**config.mk**
```make
export PLATFORM = sky130hd
export DESIGN_NAME = decode_cluster
export DESIGN_NICKNAME = d
export VERILOG_FILES = /design/src/verilog/decode_pkg.sv /design/src/verilog/decode_cluster.sv /design/src/verilog/decode_lane.sv /design/src/verilog/issue_dispatch.sv /design/src/verilog/main_decoder.sv /design/src/verilog/retire_collector.sv
export VERILOG_INCLUDE_DIRS = /design/src /design/src/verilog
export SDC_FILE = /design/constraint.sdc
export NUM_CORES = 1
export LEC_CHECK = 0
export BUFFER_PORTS_ARGS = -buffer_cell sky130_fd_sc_hd__buf_4
export CORE_MARGIN = 4
export CORE_UTILIZATION = 35
export DETAILED_ROUTE_END_ITERATION = 10
export GPL_TIMING_DRIVEN = 0
export PLACE_DENSITY = 0.55
export SLEW_MARGIN = 20
export SYNTH_ARGS = -nofsm -noshare
export SYNTH_HDL_FRONTEND = slang
export SYNTH_SLANG_ARGS = --single-unit
```
**constraint.sdc**
```tcl
create_clock -name clk -period 4.8 [get_ports clk]
set_clock_uncertainty 0.15 [all_clocks]
set_input_delay 0.24 -clock clk [delete_from_list [all_inputs] [get_ports clk]]
set_output_delay 0.24 -clock clk [all_outputs]
set_load 0.005 [all_outputs]
```
**src/verilog/mips_macros.svh**
```systemverilog
`ifndef MIPS_MACROS_SVH
`define MIPS_MACROS_SVH

//////////////////////////////////////////////////
// cluster sizing
//////////////////////////////////////////////////
`define NUM_LANES       4           // decode lanes, power of two
`define IN_DEPTH        4           // dispatch buffer entries = upstream credits
`define OUT_CREDITS     2           // credits toward downstream after reset

// destination register select
`define REGDST_RD       2'b00
`define REGDST_RT       2'b01
`define REGDST_RA       2'b10       // $31 for link forms

// result source
`define RES_ALU         2'b00
`define RES_MEM         2'b01
`define RES_HI          2'b10
`define RES_LO          2'b11

//////////////////////////////////////////////////
// opcodes
//////////////////////////////////////////////////
`define EXE_NOP         6'b000000   // special, decode by funct
`define EXE_REGIMM_INST 6'b000001   // decode by rt
`define EXE_J           6'b000010
`define EXE_JAL         6'b000011
`define EXE_BEQ         6'b000100
`define EXE_BNE         6'b000101
`define EXE_BLEZ        6'b000110
`define EXE_BGTZ        6'b000111
`define EXE_ADDI        6'b001000
`define EXE_ADDIU       6'b001001
`define EXE_SLTI        6'b001010
`define EXE_SLTIU       6'b001011
`define EXE_ANDI        6'b001100
`define EXE_ORI         6'b001101
`define EXE_XORI        6'b001110
`define EXE_LUI         6'b001111
`define EXE_COP0_INST   6'b010000   // decode by rs
`define EXE_LB          6'b100000
`define EXE_LH          6'b100001
`define EXE_LW          6'b100011
`define EXE_LBU         6'b100100
`define EXE_LHU         6'b100101
`define EXE_SB          6'b101000
`define EXE_SH          6'b101001
`define EXE_SW          6'b101011

// funct codes under EXE_NOP
`define EXE_SLL         6'b000000
`define EXE_SRL         6'b000010
`define EXE_SRA         6'b000011
`define EXE_SLLV        6'b000100
`define EXE_SRLV        6'b000110
`define EXE_SRAV        6'b000111
`define EXE_JR          6'b001000
`define EXE_JALR        6'b001001
`define EXE_SYSCALL     6'b001100
`define EXE_BREAK       6'b001101
`define EXE_MFHI        6'b010000
`define EXE_MTHI        6'b010001
`define EXE_MFLO        6'b010010
`define EXE_MTLO        6'b010011
`define EXE_MULT        6'b011000
`define EXE_MULTU       6'b011001
`define EXE_DIV         6'b011010
`define EXE_DIVU        6'b011011
`define EXE_ADD         6'b100000
`define EXE_ADDU        6'b100001
`define EXE_SUB         6'b100010
`define EXE_SUBU        6'b100011
`define EXE_AND         6'b100100
`define EXE_OR          6'b100101
`define EXE_XOR         6'b100110
`define EXE_NOR         6'b100111
`define EXE_SLT         6'b101010
`define EXE_SLTU        6'b101011

// rt codes under REGIMM
`define EXE_BLTZ        5'b00000
`define EXE_BGEZ        5'b00001
`define EXE_BLTZAL      5'b10000
`define EXE_BGEZAL      5'b10001

// rs codes under COP0
`define EXE_MFC0        5'b00000
`define EXE_MTC0        5'b00100
`define EXE_ERET        5'b10000

`endif

```
**src/verilog/decode_pkg.sv**
```systemverilog
`include "mips_macros.svh"

package decode_pkg;

    typedef logic [31:0] instr_t;                                 // raw instruction word
    typedef logic [$clog2(`NUM_LANES)-1:0] lane_idx_t;           // rotation pointer
    typedef logic [`NUM_LANES-1:0] lane_mask_t;                   // one bit per lane
    typedef logic [$clog2(`IN_DEPTH)-1:0] buf_ptr_t;             // dispatch buffer index
    typedef logic [$clog2(`IN_DEPTH+1)-1:0] buf_cnt_t;           // 0..IN_DEPTH
    typedef logic [$clog2(`OUT_CREDITS+1)-1:0] credit_cnt_t;     // 0..OUT_CREDITS
    typedef logic [1:0] regdst_t;                                 // rd / rt / ra
    typedef logic [1:0] res_src_t;                                // alu / mem / hi / lo

    // main decoder output, 14 bits
    typedef struct packed {
        logic     regwrite;
        regdst_t  regdst;
        logic     alusrc;       // 1 -> immediate operand
        logic     branch;
        logic     memwrite;
        res_src_t memtoreg;
        logic     hi_write;
        logic     lo_write;
        logic     jump;         // j / jal target
        logic     jump_reg;     // jr / jalr
        logic     link;
        logic     invalid;      // reserved instruction
    } ctrl_t;

    // word plus its control, 46 bits
    typedef struct packed {
        instr_t instr;
        ctrl_t  ctrl;
    } dec_pkt_t;

endpackage

```
**src/verilog/decode_cluster.sv**
```systemverilog
`timescale 1ns/1ns
`include "mips_macros.svh"

module decode_cluster (
    input  logic                 clk,
    input  logic                 reset,
    input  logic                 in_valid,
    input  decode_pkg::instr_t   in_instr,
    input  logic                 out_credit,
    output logic                 in_credit,
    output logic                 out_valid,
    output decode_pkg::dec_pkt_t out_pkt
);
    import decode_pkg::*;

    lane_mask_t lane_load;
    lane_mask_t lane_free;
    lane_mask_t lane_valid;
    lane_mask_t lane_take;
    instr_t     lane_instr;                 // shared head word, one lane loads it
    dec_pkt_t   lane_pkt [`NUM_LANES];

    issue_dispatch u_dispatch (
        .clk        (clk),
        .reset      (reset),
        .in_valid   (in_valid),
        .in_instr   (in_instr),
        .lane_free  (lane_free),
        .in_credit  (in_credit),
        .lane_load  (lane_load),
        .lane_instr (lane_instr)
    );

    //////////////////////////////////////////////////
    // decode lanes
    //////////////////////////////////////////////////
    for (genvar i = 0; i < `NUM_LANES; i++) begin : g_lane
        decode_lane u_lane (
            .clk   (clk),
            .reset (reset),
            .load  (lane_load[i]),
            .instr (lane_instr),
            .take  (lane_take[i]),
            .valid (lane_valid[i]),
            .pkt   (lane_pkt[i]),
            .free  (lane_free[i])
        );
    end

    retire_collector u_collect (
        .clk        (clk),
        .reset      (reset),
        .lane_valid (lane_valid),
        .lane_pkt   (lane_pkt),
        .out_credit (out_credit),
        .lane_take  (lane_take),
        .out_valid  (out_valid),
        .out_pkt    (out_pkt)
    );

endmodule

```
**src/verilog/decode_lane.sv**
```systemverilog
`timescale 1ns/1ns

module decode_lane (
    input  logic                 clk,
    input  logic                 reset,
    input  logic                 load,
    input  decode_pkg::instr_t   instr,
    input  logic                 take,
    output logic                 valid,
    output decode_pkg::dec_pkt_t pkt,
    output logic                 free
);
    import decode_pkg::*;

    ctrl_t dec_ctrl;        // combinational decode of the incoming word

    main_decoder u_dec (
        .instr (instr),
        .ctrl  (dec_ctrl)
    );

    //////////////////////////////////////////////////
    // slot state
    //////////////////////////////////////////////////
    always_ff @(posedge clk) begin
        if (reset) begin
            valid <= 1'b0;
            free  <= 1'b0;
        end else begin
            free <= take;                   // credit back to dispatch next cycle
            if (load) begin
                valid <= 1'b1;
            end else if (take) begin
                valid <= 1'b0;
            end
        end
    end

    // packet register, written only on load
    always_ff @(posedge clk) begin
        if (load) begin
            pkt.instr <= instr;
            pkt.ctrl  <= dec_ctrl;
        end
    end

endmodule

```
**src/verilog/issue_dispatch.sv**
```systemverilog
`timescale 1ns/1ns
`include "mips_macros.svh"

module issue_dispatch (
    input  logic                   clk,
    input  logic                   reset,
    input  logic                   in_valid,
    input  decode_pkg::instr_t     in_instr,
    input  decode_pkg::lane_mask_t lane_free,
    output logic                   in_credit,
    output decode_pkg::lane_mask_t lane_load,
    output decode_pkg::instr_t     lane_instr
);
    import decode_pkg::*;

    instr_t     buf_mem [`IN_DEPTH];    // circular buffer
    buf_ptr_t   wr_ptr;
    buf_ptr_t   rd_ptr;
    buf_cnt_t   count;                  // occupied entries
    lane_mask_t lane_cred;              // one credit per lane
    lane_idx_t  lane_ptr;               // next lane in rotation
    logic       issue;

    // head goes out when the pointed lane is free
    assign issue      = (count != '0) && lane_cred[lane_ptr];
    assign lane_instr = buf_mem[rd_ptr];

    always_comb begin
        lane_load = '0;
        if (issue) begin
            lane_load[lane_ptr] = 1'b1;     // one-hot load
        end
    end

    always_ff @(posedge clk) begin
        if (in_valid) begin
            buf_mem[wr_ptr] <= in_instr;    // sender only sends with a credit
        end
    end

    //////////////////////////////////////////////////
    // pointers, occupancy, credits
    //////////////////////////////////////////////////
    always_ff @(posedge clk) begin
        if (reset) begin
            wr_ptr    <= '0;
            rd_ptr    <= '0;
            count     <= '0;
            lane_cred <= '1;                // every lane empty
            lane_ptr  <= '0;
            in_credit <= 1'b0;
        end else begin
            in_credit <= issue;             // entry freed -> credit upstream
            if (in_valid) begin
                wr_ptr <= (wr_ptr == buf_ptr_t'(`IN_DEPTH - 1)) ? '0 : wr_ptr + 1'b1;
            end
            if (issue) begin
                rd_ptr   <= (rd_ptr == buf_ptr_t'(`IN_DEPTH - 1)) ? '0 : rd_ptr + 1'b1;
                lane_ptr <= (lane_ptr == lane_idx_t'(`NUM_LANES - 1)) ? '0 : lane_ptr + 1'b1;
            end
            count     <= count + buf_cnt_t'(in_valid) - buf_cnt_t'(issue);
            lane_cred <= (lane_cred & ~lane_load) | lane_free;  // spend on load, refill on free
        end
    end

endmodule

```
**src/verilog/main_decoder.sv**
```systemverilog
`timescale 1ns/1ns
`include "mips_macros.svh"

module main_decoder (
    input  decode_pkg::instr_t instr,
    output decode_pkg::ctrl_t  ctrl
);

    logic [5:0] op;
    logic [4:0] rs;
    logic [4:0] rt;
    logic [5:0] funct;

    // instruction fields
    assign op    = instr[31:26];
    assign rs    = instr[25:21];
    assign rt    = instr[20:16];
    assign funct = instr[5:0];

    always_comb begin
        ctrl = '0;                                      // everything off by default
        case (op)
            //////////////////////////////////////////////////
            // special group, split on funct
            //////////////////////////////////////////////////
            `EXE_NOP: begin
                case (funct)
                    `EXE_AND, `EXE_OR, `EXE_XOR, `EXE_NOR,
                    `EXE_SLL, `EXE_SRL, `EXE_SRA, `EXE_SLLV, `EXE_SRLV, `EXE_SRAV,
                    `EXE_ADD, `EXE_ADDU, `EXE_SUB, `EXE_SUBU, `EXE_SLT, `EXE_SLTU: begin
                        ctrl.regwrite = 1'b1;           // rd <- alu
                        ctrl.regdst   = `REGDST_RD;
                        ctrl.memtoreg = `RES_ALU;
                    end
                    `EXE_MULT, `EXE_MULTU, `EXE_DIV, `EXE_DIVU: begin
                        ctrl.hi_write = 1'b1;           // result pair into hi/lo
                        ctrl.lo_write = 1'b1;
                    end
                    `EXE_MFHI: begin
                        ctrl.regwrite = 1'b1;
                        ctrl.regdst   = `REGDST_RD;
                        ctrl.memtoreg = `RES_HI;        // hi -> gpr
                    end
                    `EXE_MFLO: begin
                        ctrl.regwrite = 1'b1;
                        ctrl.regdst   = `REGDST_RD;
                        ctrl.memtoreg = `RES_LO;        // lo -> gpr
                    end
                    `EXE_MTHI: ctrl.hi_write = 1'b1;    // gpr -> hi
                    `EXE_MTLO: ctrl.lo_write = 1'b1;    // gpr -> lo
                    `EXE_JR:   ctrl.jump_reg = 1'b1;
                    `EXE_JALR: begin
                        ctrl.jump_reg = 1'b1;
                        ctrl.regwrite = 1'b1;           // return addr into rd
                        ctrl.regdst   = `REGDST_RD;
                    end
                    `EXE_SYSCALL, `EXE_BREAK: ctrl = '0; // legal, trap handled later
                    default:   ctrl.invalid = 1'b1;
                endcase
            end

            // immediate alu, rt destination
            `EXE_ANDI, `EXE_ORI, `EXE_XORI, `EXE_LUI,
            `EXE_ADDI, `EXE_ADDIU, `EXE_SLTI, `EXE_SLTIU: begin
                ctrl.regwrite = 1'b1;
                ctrl.regdst   = `REGDST_RT;
                ctrl.alusrc   = 1'b1;
            end

            `EXE_BEQ, `EXE_BNE, `EXE_BLEZ, `EXE_BGTZ: ctrl.branch = 1'b1;

            `EXE_REGIMM_INST: begin
                case (rt)
                    `EXE_BLTZ, `EXE_BGEZ: ctrl.branch = 1'b1;
                    `EXE_BLTZAL, `EXE_BGEZAL: begin
                        ctrl.branch   = 1'b1;
                        ctrl.regwrite = 1'b1;           // $ra <- pc + 8
                        ctrl.regdst   = `REGDST_RA;
                        ctrl.link     = 1'b1;
                    end
                    default: ctrl.invalid = 1'b1;
                endcase
            end

            `EXE_J:   ctrl.jump = 1'b1;
            `EXE_JAL: begin
                ctrl.jump     = 1'b1;
                ctrl.regwrite = 1'b1;
                ctrl.regdst   = `REGDST_RA;
                ctrl.link     = 1'b1;
            end

            //////////////////////////////////////////////////
            // memory
            //////////////////////////////////////////////////
            `EXE_LB, `EXE_LBU, `EXE_LH, `EXE_LHU, `EXE_LW: begin
                ctrl.regwrite = 1'b1;
                ctrl.regdst   = `REGDST_RT;
                ctrl.alusrc   = 1'b1;                   // base + offset
                ctrl.memtoreg = `RES_MEM;
            end
            `EXE_SB, `EXE_SH, `EXE_SW: begin
                ctrl.alusrc   = 1'b1;
                ctrl.memwrite = 1'b1;
            end

            // privileged, cp0 side effects are out of this block
            `EXE_COP0_INST: begin
                case (rs)
                    `EXE_MFC0: begin
                        ctrl.regwrite = 1'b1;           // cp0 -> rt
                        ctrl.regdst   = `REGDST_RT;
                    end
                    `EXE_MTC0, `EXE_ERET: ctrl = '0;    // no gpr write
                    default: ctrl.invalid = 1'b1;
                endcase
            end

            default: ctrl.invalid = 1'b1;               // unknown opcode
        endcase
    end

endmodule

```
**src/verilog/retire_collector.sv**
```systemverilog
`timescale 1ns/1ns
`include "mips_macros.svh"

module retire_collector (
    input  logic                   clk,
    input  logic                   reset,
    input  decode_pkg::lane_mask_t lane_valid,
    input  decode_pkg::dec_pkt_t   lane_pkt [`NUM_LANES],
    input  logic                   out_credit,
    output decode_pkg::lane_mask_t lane_take,
    output logic                   out_valid,
    output decode_pkg::dec_pkt_t   out_pkt
);
    import decode_pkg::*;

    lane_idx_t   take_ptr;      // same rotation as dispatch
    credit_cnt_t credits;       // downstream slots left
    logic        send;

    // only the pointed lane may drain, keeps program order
    assign send = lane_valid[take_ptr] && (credits != '0);

    always_comb begin
        lane_take = '0;
        if (send) begin
            lane_take[take_ptr] = 1'b1;
        end
    end

    //////////////////////////////////////////////////
    // pointer and credit counter
    //////////////////////////////////////////////////
    always_ff @(posedge clk) begin
        if (reset) begin
            take_ptr  <= '0;
            credits   <= credit_cnt_t'(`OUT_CREDITS);
            out_valid <= 1'b0;
        end else begin
            out_valid <= send;
            if (send) begin
                take_ptr <= (take_ptr == lane_idx_t'(`NUM_LANES - 1)) ? '0 : take_ptr + 1'b1;
            end
            case ({send, out_credit})
                2'b10:   credits <= credits - 1'b1;     // spent one
                2'b01:   credits <= credits + 1'b1;     // one returned
                default: credits <= credits;            // none, or both cancel
            endcase
        end
    end

    // output payload, held between sends
    always_ff @(posedge clk) begin
        if (send) begin
            out_pkt <= lane_pkt[take_ptr];
        end
    end

endmodule
```
Yosys cells after proc, flatten, opt, wreduce, memory -nomap -nowiden
Memories as Yosys holds them, arrays and structs flattened. A register that Yosys moved wholly into a read port is not among the register bits. Cells that the tools add are included.

Logic and storage cells: 244. Memories kept: 1. Bits in registers: 257. Bits in writable memories: 128. Output and inout bits: 48. Input port bits: 36.

Memories: u_dispatch.buf_mem (words 4, bits a word 32, rd ports 1, clocked after Yosys merged registers in 1, write ports 1, line issue_dispatch.sv:16) `` instr_t buf_mem [`IN_DEPTH]; ``.

Multiplexer cells: 52. Magnitude comparators: 5. Equal/unequal tests: 62. $add $sub $neg: 8. Reductions and logical operators: 30. Bitwise operators: 4.

Operators by type and width (count): 6-bit == test (second input constant) (18); 46-bit binary-select mux with 2-bit select (1); 46-bit two-way mux (2); 6-bit by 4-bit == test with 1-bit output (second input constant) (12); 6-bit by 5-bit == test with 1-bit output (second input constant) (9); 6-bit by 3-bit == test with 1-bit output (second input constant) (7); 28-bit OR reduction (1); 1-bit two-way mux (26); 6-bit by 2-bit == test with 1-bit output (second input constant) (4); 22-bit OR reduction (1); 19-bit OR reduction (1); 16-bit OR reduction (1); 5-bit == test (second input constant) (3); 3-bit one-hot mux with 5 select lines (1); 5-bit OR reduction (3); 2-bit two-way mux (7); 13-bit OR reduction (1); 6-bit logical NOT (2); 2-bit one-hot mux with 2 select lines (3); 2-bit nonzero test (6); 2-bit by 1-bit adder with 2-bit output (second input constant) (5); 2-bit == test (second input constant) (5); 5-bit logical NOT (2); 3-bit two-way mux (3); other kinds (24) (37).

Longest topological paths before layout
Gate-level depths: netlist of run 1.

Depth after elaboration: 8. Mapped depth: 11. Gate-level depth less buffers: 10.

Cells and area by module
A second synthesis of run 1 with hierarchy kept.

Cells, all modules: 832. Area, all modules: 15566.2 um^2.

Modules (own cells, without submodules): decode_lane (area each 1446.4 um^2, seq. area each 1421.4 um^2, times used 4, cells an instance 52); issue_dispatch (area each 5447.7 um^2, seq. area each 4164.0 um^2, times used 1, cells an instance 253); retire_collector (area each 2871.5 um^2, seq. area each 1481.4 um^2, times used 1, cells an instance 139); main_decoder (area each 365.4 um^2, seq. area each 0.0 um^2, times used 4, cells an instance 58).

Worst setup path before layout of run 1
No wires, ideal clock.

Path type: reg2reg. Start: reg with a tool-made name. End: reg g_lane[0].u_lane.pkt[13] (netlist name) (data pin). Clock period less this slack: 2.834 ns. Stages on the path, launching flop included: 8. Buffers on the path: 2. Required time: 4.500 ns. Setup time: 0.150 ns. Data arrival time: 2.534 ns. Slack: 1.966 ns. Cells stage by stage: dfxtp_1 -> buf_6 -> mux4_2 -> buf_6 -> or4_4 -> or3b_4 -> o41ai_4 -> a311o_1.

RTL lines: end: declaration (line decode_lane.sv:10) `output decode_pkg::dec_pkt_t pkt,`.

==> flow_metrics.tcl, run 1 <==
set metrics [dict create \
    portBuffers 82 \
    grt_pass1_vias 7002 \
    final_area_um2 17300 \
    dp_slack_ns 1.58 \
    syn_to_final_growth_pct 20.8 \
    r2r_slack_ns 1.56 \
    worst_slew_pin_slew_ns 0.924 \
    path_clk_slew_ns 0.06 \
    dr.pass1.iters 4 \
    swShare 0.283 \
    place_inst 1258 \
    postRouteAntennaNets 0 \
    final-instance-count-excl-fill 1368 \
    die_area_um2 44300 \
    syn_area_per_cell_um2 22.2 \
    critPathMaxFanout 10 \
    use_met2 0.209 \
    total_power_w 0.0108 \
    synth_top_area_share 0.750 \
    p_int_w 0.00775 \
    clock_path_buffers 3 \
    cp_slowest_cell "mux4_1" \
    grt_max_degree 47 \
    fp.dieW_um 210 \
    wirelength_mm 26.8 \
    cp_slowest_stage_delay_ns 0.79 \
    place_congestion 0.702 \
    cts_resized 0 \
    syn_inst 646 \
    io_pins 84 \
    maxSlewViolCount 0 \
    clkSinkCount 387 \
    via_per_inst 4.75 \
    yosys-top-cells-count "358 x edfxtp_1, 74 x mux4_2, 29 x dfxtp_1, 23 x inv_1, 18 x nor2_1" \
    synth-seq-cells 387 \
    postCtsHoldBufs 35 \
    grt.met3_usage 0.0228 \
    hpwl_mm 17.2 \
    yosys.cell_types.count 48 \
    cp_num_buf_inv 1 \
    vias 6500 \
    fmax_ghz 0.309 \
    clkPwrFrac 0.265 \
    yosysMostFrequentCell "edfxtp_1" \
    synth.yosys.seq_area_share 0.790 \
    use_met1 0.162 \
    grt_setup_unrepaired "no" \
    slew_headroom 0.384 \
    cp.arrival_ns 3.45 \
    peakVddDrop_mv 0.407 \
    setup.worst_path.class "flop to flop" \
    hold_violations 0 \
    power_density_nw_per_um2 624 \
    yosys_warnings 0 \
    synth_fp_nets 699 \
    p_leak_nw 5.72 \
    grt-ovfl-total 0 \
    nets 864 \
    period_share 0.675 \
    placed_cell_area_um2 15700 \
    cts_setup_buffers 0 \
    yosys.area.top_type "edfxtp_1" \
    cts_buffers 41 \
    grt_pass1_wl_mm 41.7 \
    finalWorstSetupSlack_ns 1.56 \
    grt.busiest_layer "met2" \
    p_comb_frac 0.262 \
    rows 73 \
    finalSetupTns_ns 0 \
    drive_above_1_share 0.282 \
    hp-class "flop to flop" \
    cts_tree "done" \
    setup_viol 0 \
    cp-start-kind "flop" \
    worst_ep_required_time_ns 5.01 \
    drc 0 \
    track_usage 0.122 \
    drt-wirelength-per-cell_um 19.6 \
    min_period_ns 3.24 \
    power.switching_w 0.00305 \
    antenna_found_initial 0 \
    pwr-share-seq 0.473 \
    netlist_area_um2 14300 \
    end_kind "flop" \
    initial_core_util 0.358 \
    die_y_um 210 \
    core_area_um2 40100 \
    synth_edf_count 358 \
    clockRootBuffer "clkbuf_16" \
    ys_top_cells_by_area "edfxtp_1 75%, mux4_2 12%, dfxtp_1 4.0%, ha_1 1.4%, mux4_1 1.1%" \
    cts_max_level 2 \
    crit_chain "buf_6, mux4_1, or4_4, or3b_4, o41ai_4, a311o_1" \
    ys.flop_type "edfxtp_1" \
    clk_latency_ns 0.53 \
    max_cap_violations 0 \
    synthArstFlopShare 0 \
    run_status "completed" \
    drt_iter0_markers 362 \
    critPathTopFamily "simple AND/OR/NAND/NOR gates" \
]
==> worst reg2reg max path, cell delays in order (launching register included) <==
cell,delay [ns]
dfxtp_1,0.33
buf_6,0.15
mux4_1,0.79
or4_4,0.51
or3b_4,0.41
o41ai_4,0.47
a311o_1,0.26
==> sequential cells by signal, summed over array words and instances (netlist names), named ones only <==
signal                count
u_collect.take_ptr        2
u_collect.out_pkt        46
g_lane.u_lane.pkt       184
u_dispatch.lane_ptr       2
u_dispatch.wr_ptr         2
u_dispatch.buf_mem      128
u_dispatch.lane_cred      4
u_dispatch.rd_ptr         2
u_collect.credits         2
u_collect.out_valid       1
g_lane.u_lane.valid       4
g_lane.u_lane.free        4
u_dispatch.in_credit      1
u_dispatch.count          3
==> metal layers <==
metal,up-vias,share of wire
met5,-,0
met4,0,0.018
met3,41,0.040
met2,120,0.50
met1,3353,0.44
li1,2986,-
==> cell usage in the layout (no fill, tap or decap), types with 5 or more instances in the layout <==
cell type and count:
mux4_2 74, buf_4 82, nor2_1 18, mux2i_1 6, clkbuf_16 41, clkbuf_1 22, a21oi_1 13, nand2_1 11
clkinv_1 11, edfxtp_1 358, mux4_1 6, dlygate4sd3_1 35, inv_1 18, nor3_1 9, clkinv_2 5, inv_4 5
dfxtp_1 29, buf_1 7, ha_1 16, o21ai_0 8
==> area by class of cell <==
type	instances	area, um^2
fillers	3447	22800
inverters	23	96.3
diodes	2	5.00
plain buffers	25	156
clock inverters	22	155
clock buffers	51	1060
multi-input cells	211	2770
flip-flops and latches	387	11300
repair buffers	122	1080
well taps	525	657
==> final timing paths <==
| path | from | end | depth (start not counted) |
|---|---|---|---|
| max reg2reg | flop | g_lane[1].u_lane.pkt[13]$_DFFE_PP_ | 6 |
| min reg2reg | g_lane[0].u_lane.free$_SDFF_PP0_ | u_dispatch.lane_cred[0]$_SDFF_PP1_ | 1 |
| max | flop | g_lane[1].u_lane.pkt[13]$_DFFE_PP_ | 6 |
| min | g_lane[0].u_lane.free$_SDFF_PP0_ | u_dispatch.lane_cred[0]$_SDFF_PP1_ | 1 |
==> cells by family after synthesis <==
kind of cell	after synthesis	synth area share
multiplexers	86	0.131
adder cells (fa/ha/maj)	17	0.0154
AND/OR/NAND/NOR	64	0.0239
flip-flops	387	0.790
buffers and inverters	48	0.0169
XOR/XNOR	5	0.00305
AO/OA/AOI/OAI	39	0.0192
==> per-stage QoR <==
step	hold slack [ns]	util
2_1_floorplan	0.189	-
6_report	0.261	0.432
5_1_grt	0.284	0.432
3_5_place_dp	0.252	0.393
3_3_place_gp	0.247	0.389
4_1_cts	0.267	0.432
==> power by group through the flow <==
stage                     registers (W)  logic, W  clock network [W]
after floorplan                 0.00514   0.00182                  0
after global placement          0.00522   0.00282                  0
after detailed placement        0.00520   0.00290                  0
after CTS                       0.00513   0.00293            0.00295
after global routing            0.00519   0.00313            0.00309
final                           0.00511   0.00283            0.00286
No activity file was read; power rests on OpenSTA's default activity.
==> run 2, diff against run 1 <==
ABC_AREA = 1   (was unset)
PLACE_DENSITY = 0.56   (was 0.55)
clock period = 2.8 ns   (was 4.8 ns; I/O delays follow)
==> run 2 against run 1 <==
Non-clock buffer count grew 32; count of clock-buffer cells in the layout stayed put; sequential power up 71%; worst setup slack worse by 1.4 ns; register-to-register slack got worse by 1.4 ns; routed wire length is 29% higher; synthesized area grew 4.9%; sequential share of layout area is 3.0 points lower; highest routed layer unchanged; final area rose by 4.8%.
==> flow_metrics.tcl, run 2 <==
set metrics [dict create \
    yosys.cell_types.count 34 \
    grt-ovfl-total 0 \
    worst_slew_pin_slew_ns 1.18 \
    wirelength_mm 34.4 \
    worst_ep_required_time_ns 2.82 \
    run_status "completed" \
    cp_num_buf_inv 3 \
    max_cap_violations 0 \
    place_congestion 0.782 \
    syn_area_per_cell_um2 12.9 \
    peakVddDrop_mv 0.605 \
    rr_endpoint "g_lane[2].u_lane.pkt[2]$_DFFE_PP_" \
    reg2reg_depth 7 \
    grt_max_degree 47 \
    rows 75 \
    cp.arrival_ns 2.67 \
    cts_resized 0 \
    postRouteAntennaNets 0 \
    final_cell_mix "358 x edfxtp_1, 193 x nand2_1, 168 x nor2_1, 129 x o21ai_0, 86 x buf_4" \
    via_per_inst 4.84 \
    min_to "u_dispatch.buf_mem[2][12]$_DFFE_PP_" \
    netlist_area_um2 15000 \
    hold_violations 0 \
    synth.yosys.seq_area_share 0.753 \
    die_y_um 215 \
    synth_compound_area_frac 0.0785 \
    synthAdderAreaFrac 0.0146 \
    portBuffers 82 \
    track_usage 0.146 \
    crit_chain "buf_6, inv_4, buf_2, nand3_1, nand2_1, nand3_1, nor4_1" \
    yosys_warnings 0 \
    clockRootBuffer "clkbuf_16" \
    clock_path_buffers 3 \
    synth_fp_nets 1216 \
    muxShareOfSynthArea 0 \
    synth-seq-cells 387 \
    end_kind "flop" \
    reg_top3 "g_lane.u_lane.pkt (184), u_dispatch.buf_mem (128), u_collect.out_pkt (46)" \
    mostFrequentLayoutCell "edfxtp_1" \
    nets 1381 \
    syn_to_final_growth_pct 20.6 \
    synth_edf_count 358 \
    antenna_found_initial 1 \
    cpMostUsedCell "nand3_1" \
    ys_top_cells_by_area "edfxtp_1 71%, nand2_1 4.8%, o21ai_0 4.3%, nor2_1 4.2%, dfxtp_1 3.9%" \
    synth_top_area_share 0.714 \
    ys.flop_type "edfxtp_1" \
    min_period_ns 2.65 \
    power_density_nw_per_um2 1080 \
    n_fill_cell 3845 \
    slew_headroom 0.208 \
    drt_iter0_markers 672 \
    hpwl_mm 22.5 \
    drc 0 \
    synthArstFlopShare 0 \
    maxSlewViolCount 0 \
    cp-start-kind "flop" \
    grt_setup_unrepaired "no" \
    dr.pass1.iters 5 \
    yosysMostFrequentCell "edfxtp_1" \
    placed_cell_area_um2 16500 \
    hold_path_depth 2 \
    io_pins 84 \
    cp_slowest_stage_delay_ns 0.96 \
    grt_pass1_vias 8910 \
    hp-class "input pin to flop" \
    r2r_slack_ns 0.15 \
    synthXorXnorAreaFrac 0.00116 \
    fp.dieW_um 215 \
    setup.worst_path.class "flop to flop" \
    hold_start "in_instr[12]" \
    cts_buffers 40 \
    yosys-top-cells-count "358 x edfxtp_1, 193 x nand2_1, 168 x nor2_1, 129 x o21ai_0, 59 x o22ai_1" \
    final_area_um2 18100 \
    p_leak_nw 6.62 \
    cts_max_level 2 \
    path_clk_slew_ns 0.06 \
    syn_inst 1163 \
    fmax_ghz 0.377 \
    yosys.area.top_type "edfxtp_1" \
    largest_register_ffs 184 \
    critPathMaxFanout 10 \
    drt-wirelength-per-cell_um 18.1 \
    vias 9189 \
    core_area_um2 42200 \
    clk_latency_ns 0.54 \
    setup_viol 0 \
    cts_tree "done" \
    drive_above_1_share 0.154 \
    cp_slowest_cell "nor4_1" \
    clkSinkCount 387 \
    top_register "g_lane.u_lane.pkt" \
    utilization 0.430 \
    period_share 0.946 \
    critPathTopFamily "simple AND/OR/NAND/NOR gates" \
    grt_pass1_wl_mm 52.8 \
    initial_core_util 0.356 \
    die_area_um2 46400 \
    synth-simple-area-share 0.121 \
    synth_top_family_by_area "simple AND/OR/NAND/NOR gates" \
]
[run 2: stage by stage]
stage,total power [W],setup TNS [ns],hold slack [ns],std cells,worst slack [ns]
floorplan,0.0120,0,0.0889,1163,0.264
detailed placement,0.0144,0,0.194,1790,0.224
global route,0.0207,0,0.193,1900,0.0197
CTS,0.0198,0,0.176,1899,0.194
global placement,0.0143,-160.45,0.191,1784,-0.777
finish,0.0195,0,0.195,1900,0.151
[run 2: cell type report]
cell class	instances	area (um^2)	area share
flip-flops and latches	387	11300	0.624
multi-input cells	673	3240	0.178
repair buffers	123	1100	0.0607
clock buffers	51	1080	0.0598
well taps	539	674	0.0372
plain buffers	56	304	0.0168
clock inverters	23	226	0.0125
inverters	47	189	0.0104
diodes	1	2.50	0.000138
[run 2: power by group]
part,internal (W),switching [W]
clock network,0.00312,0.00214
registers,0.00837,0.000353
logic,0.00175,0.00379
total,0.0132,0.00629
[run 2: timing repair]
action	CTS	global route
hold buffers	35	0
hold endpoints to repair	146	0
setup buffers	0	0
[run 2: logic make-up (layout without fill, tap and decap cells)]
kind of cell | after synthesis | after routing
DFF | 387 | 387
buffers and inverters | 103 | 300
AOI/OAI and AO/OA | 216 | 216
adders and majority gates | 17 | 17
xor gates and xnor gates | 2 | 2
and+or+nand+nor | 438 | 438
other | 0 | 1
[run 2: worst max-delay path by stage]
stage                                                endpoint  slack, ns  depth (start not counted)
after floorplan           g_lane[0].u_lane.valid$_SDFFE_PP0P_       0.26                          8
after global placement    g_lane[1].u_lane.valid$_SDFFE_PP0P_      -0.78                          8
after detailed placement    g_lane[3].u_lane.pkt[2]$_DFFE_PP_       0.22                          7
after CTS                   g_lane[2].u_lane.pkt[2]$_DFFE_PP_       0.19                          9
after global routing           u_dispatch.count[2]$_SDFF_PP0_       0.02                         12
final                       g_lane[2].u_lane.pkt[2]$_DFFE_PP_       0.15                          7
[run 2: layer usage]
metal	global-route usage	up-vias	wire [um]
li1	-	4477	-
met1	0.211	4391	15700
met2	0.229	258	15800
met3	0.0257	63	2160
met4	0.0408	0	803
met5	0	-	0
==> run 3, diff against run 2 <==
BUFFER_PORTS_ARGS = -buffer_cell sky130_fd_sc_hd__buf_2   (was -buffer_cell sky130_fd_sc_hd__buf_4)
==> run 3 against run 2 <==
Sequential share of layout area increased by 1.0 points; via count down 0.12%; count of clock-buffer cells in the layout increased by 4; critical path depth grew 2; register-to-register slack better by 0.03 ns; final area is 1.6% lower; clock power fell by 5.1%; routed wire length is 0.71% higher; worst setup slack improved by 0.028 ns; largest cell class unchanged; largest power group unchanged; highest routed layer unchanged.
==> flow_metrics.tcl, run 3 (synthesis gave the netlist of run 2 again) <==
set metrics [dict create \
    run_status "completed" \
    grt_max_degree 47 \
    final_cell_mix "358 x edfxtp_1, 193 x nand2_1, 168 x nor2_1, 129 x o21ai_0, 88 x buf_2" \
    hold_violations 0 \
    clockRootBuffer "clkbuf_16" \
    n_fill_cell 3876 \
    finalWorstSetupSlack_ns 0.179 \
    place_congestion 0.774 \
    vias 9178 \
    reg_top3 "g_lane.u_lane.pkt (184), u_dispatch.buf_mem (128), u_collect.out_pkt (46)" \
    grt-ovfl-total 0 \
    peakVddDrop_mv 0.393 \
    place_inst 1789 \
    rows 75 \
    period_share 0.936 \
    track_usage 0.147 \
    grt_setup_unrepaired "no" \
    wirelength_mm 34.7 \
    worst_ep_required_time_ns 2.84 \
    drt_iter0_markers 616 \
    postRouteAntennaNets 0 \
    finalSetupTns_ns 0 \
    cts_tree "done" \
    cp.arrival_ns 2.66 \
    hold_slack_ns 0.207 \
    cts_max_level 2 \
    fmax_ghz 0.382 \
    maxSlewViolCount 0 \
    io_pins 84 \
    drc 0 \
    initial_core_util 0.356 \
    power_density_nw_per_um2 1060 \
    nets 1381 \
    r2r_slack_ns 0.18 \
    cp-start-kind "flop" \
    dr.pass1.iters 5 \
    syn_to_final_growth_pct 18.7 \
    setup_viol 0 \
    cts_buffers 41 \
    crit_end "g_lane[2].u_lane.pkt[9]$_DFFE_PP_" \
    portBuffers 82 \
    min_period_ns 2.62 \
    die_area_um2 46400 \
    p_leak_nw 6.51 \
    core_area_um2 42200 \
    reg2reg_depth 9 \
    worst_slew_pin_slew_ns 1.02 \
    final-instance-count-excl-fill 1896 \
    critPathMaxFanout 10 \
    clock_path_buffers 3 \
    cts_resized 0 \
    drt-wirelength-per-cell_um 18.3 \
    rr_endpoint "g_lane[2].u_lane.pkt[9]$_DFFE_PP_" \
    fp.dieW_um 215 \
    grt_pass1_wl_mm 53.1 \
    mostFrequentLayoutCell "edfxtp_1" \
    die_y_um 215 \
    antenna_found_initial 1 \
    setup.worst_path.class "flop to flop" \
    top_register "g_lane.u_lane.pkt" \
    grt_pass1_vias 9010 \
    hpwl_mm 22.7 \
    end_kind "flop" \
    placed_cell_area_um2 16300 \
    clk_latency_ns 0.54 \
    path_clk_slew_ns 0.06 \
    final_area_um2 17900 \
    slew_headroom 0.316 \
    hp-class "input pin to flop" \
    dp_slack_ns 0.214 \
    max_cap_violations 0 \
    via_per_inst 4.84 \
    clkSinkCount 387 \
    drive_above_1_share 0.150 \
    largest_register_ffs 184 \
]
-- run 3: changes by cell type in the layout (fill, tap and decap cells not counted), sizes merged --
cell,change
buf,-1
clkinv,-1
clkbuf,+4
bufinv,-3
clkinvlp,-3
-- run 3: where the power goes --
group	total, W	switching, W	leakage [nW]	internal (W)
clock network	0.00500	0.00208	0.606	0.00291
registers	0.00871	0.000338	3.54	0.00837
logic	0.00528	0.00378	2.36	0.00150
-- run 3: layout make-up --
cell class,instances,area (um^2),area share
buffer,56,304,0.0170
tap,539,674,0.0378
clock buffer,55,1130,0.0633
antenna,1,2.50,0.000140
multi-input combinational,673,3240,0.182
sequential,387,11300,0.635
inverter,47,189,0.0106
clock inverter,16,109,0.00610
timing repair buffer,122,876,0.0490
-- run 3: worst max-delay path: stages, from the launching register on --
cell,delay [ns]
dfxtp_1,0.41
inv_2,0.07
buf_2,0.20
nand2_1,0.10
nand3_1,0.09
nand2_2,0.15
nand2_4,0.08
nor2_4,0.13
nand2_1,0.08
o31ai_1,0.82
-- run 3: stage by stage --
stage          power (W)   util
2_1_floorplan     0.0120      -
3_3_place_gp      0.0141  0.382
3_5_place_dp      0.0142  0.385
4_1_cts           0.0192  0.423
5_1_grt           0.0201  0.423
6_report          0.0190  0.423
-- run 3: timing repair --
item / in CTS / in global routing
buffers inserted: 0 / 0
endpoints found under the hold margin: 142 / 0
hold buffers: 35 / 0
-- run 3: per-layer routing --
metal,vias to the layer above,routed length (um),global-route usage
met2,226,15900,0.233
met5,-,0,0
li1,4472,-,-
met4,0,941,0.0442
met1,4409,15700,0.204
met3,71,2180,0.0332
-- run 3: worst min path at each step --
stage          depth (start not counted)                             endpoint    startpoint  slack (ns)
2_1_floorplan                          0   u_dispatch.buf_mem[0][0]$_DFFE_PP_   in_instr[0]        0.09
3_3_place_gp                           1  u_dispatch.buf_mem[1][25]$_DFFE_PP_  in_instr[25]        0.21
3_5_place_dp                           1   u_dispatch.buf_mem[1][6]$_DFFE_PP_   in_instr[6]        0.21
4_1_cts                                2   u_dispatch.buf_mem[2][1]$_DFFE_PP_   in_instr[1]        0.19
5_1_grt                                2  u_dispatch.buf_mem[0][15]$_DFFE_PP_  in_instr[15]        0.22
6_report                               2   u_dispatch.buf_mem[3][1]$_DFFE_PP_   in_instr[1]        0.21
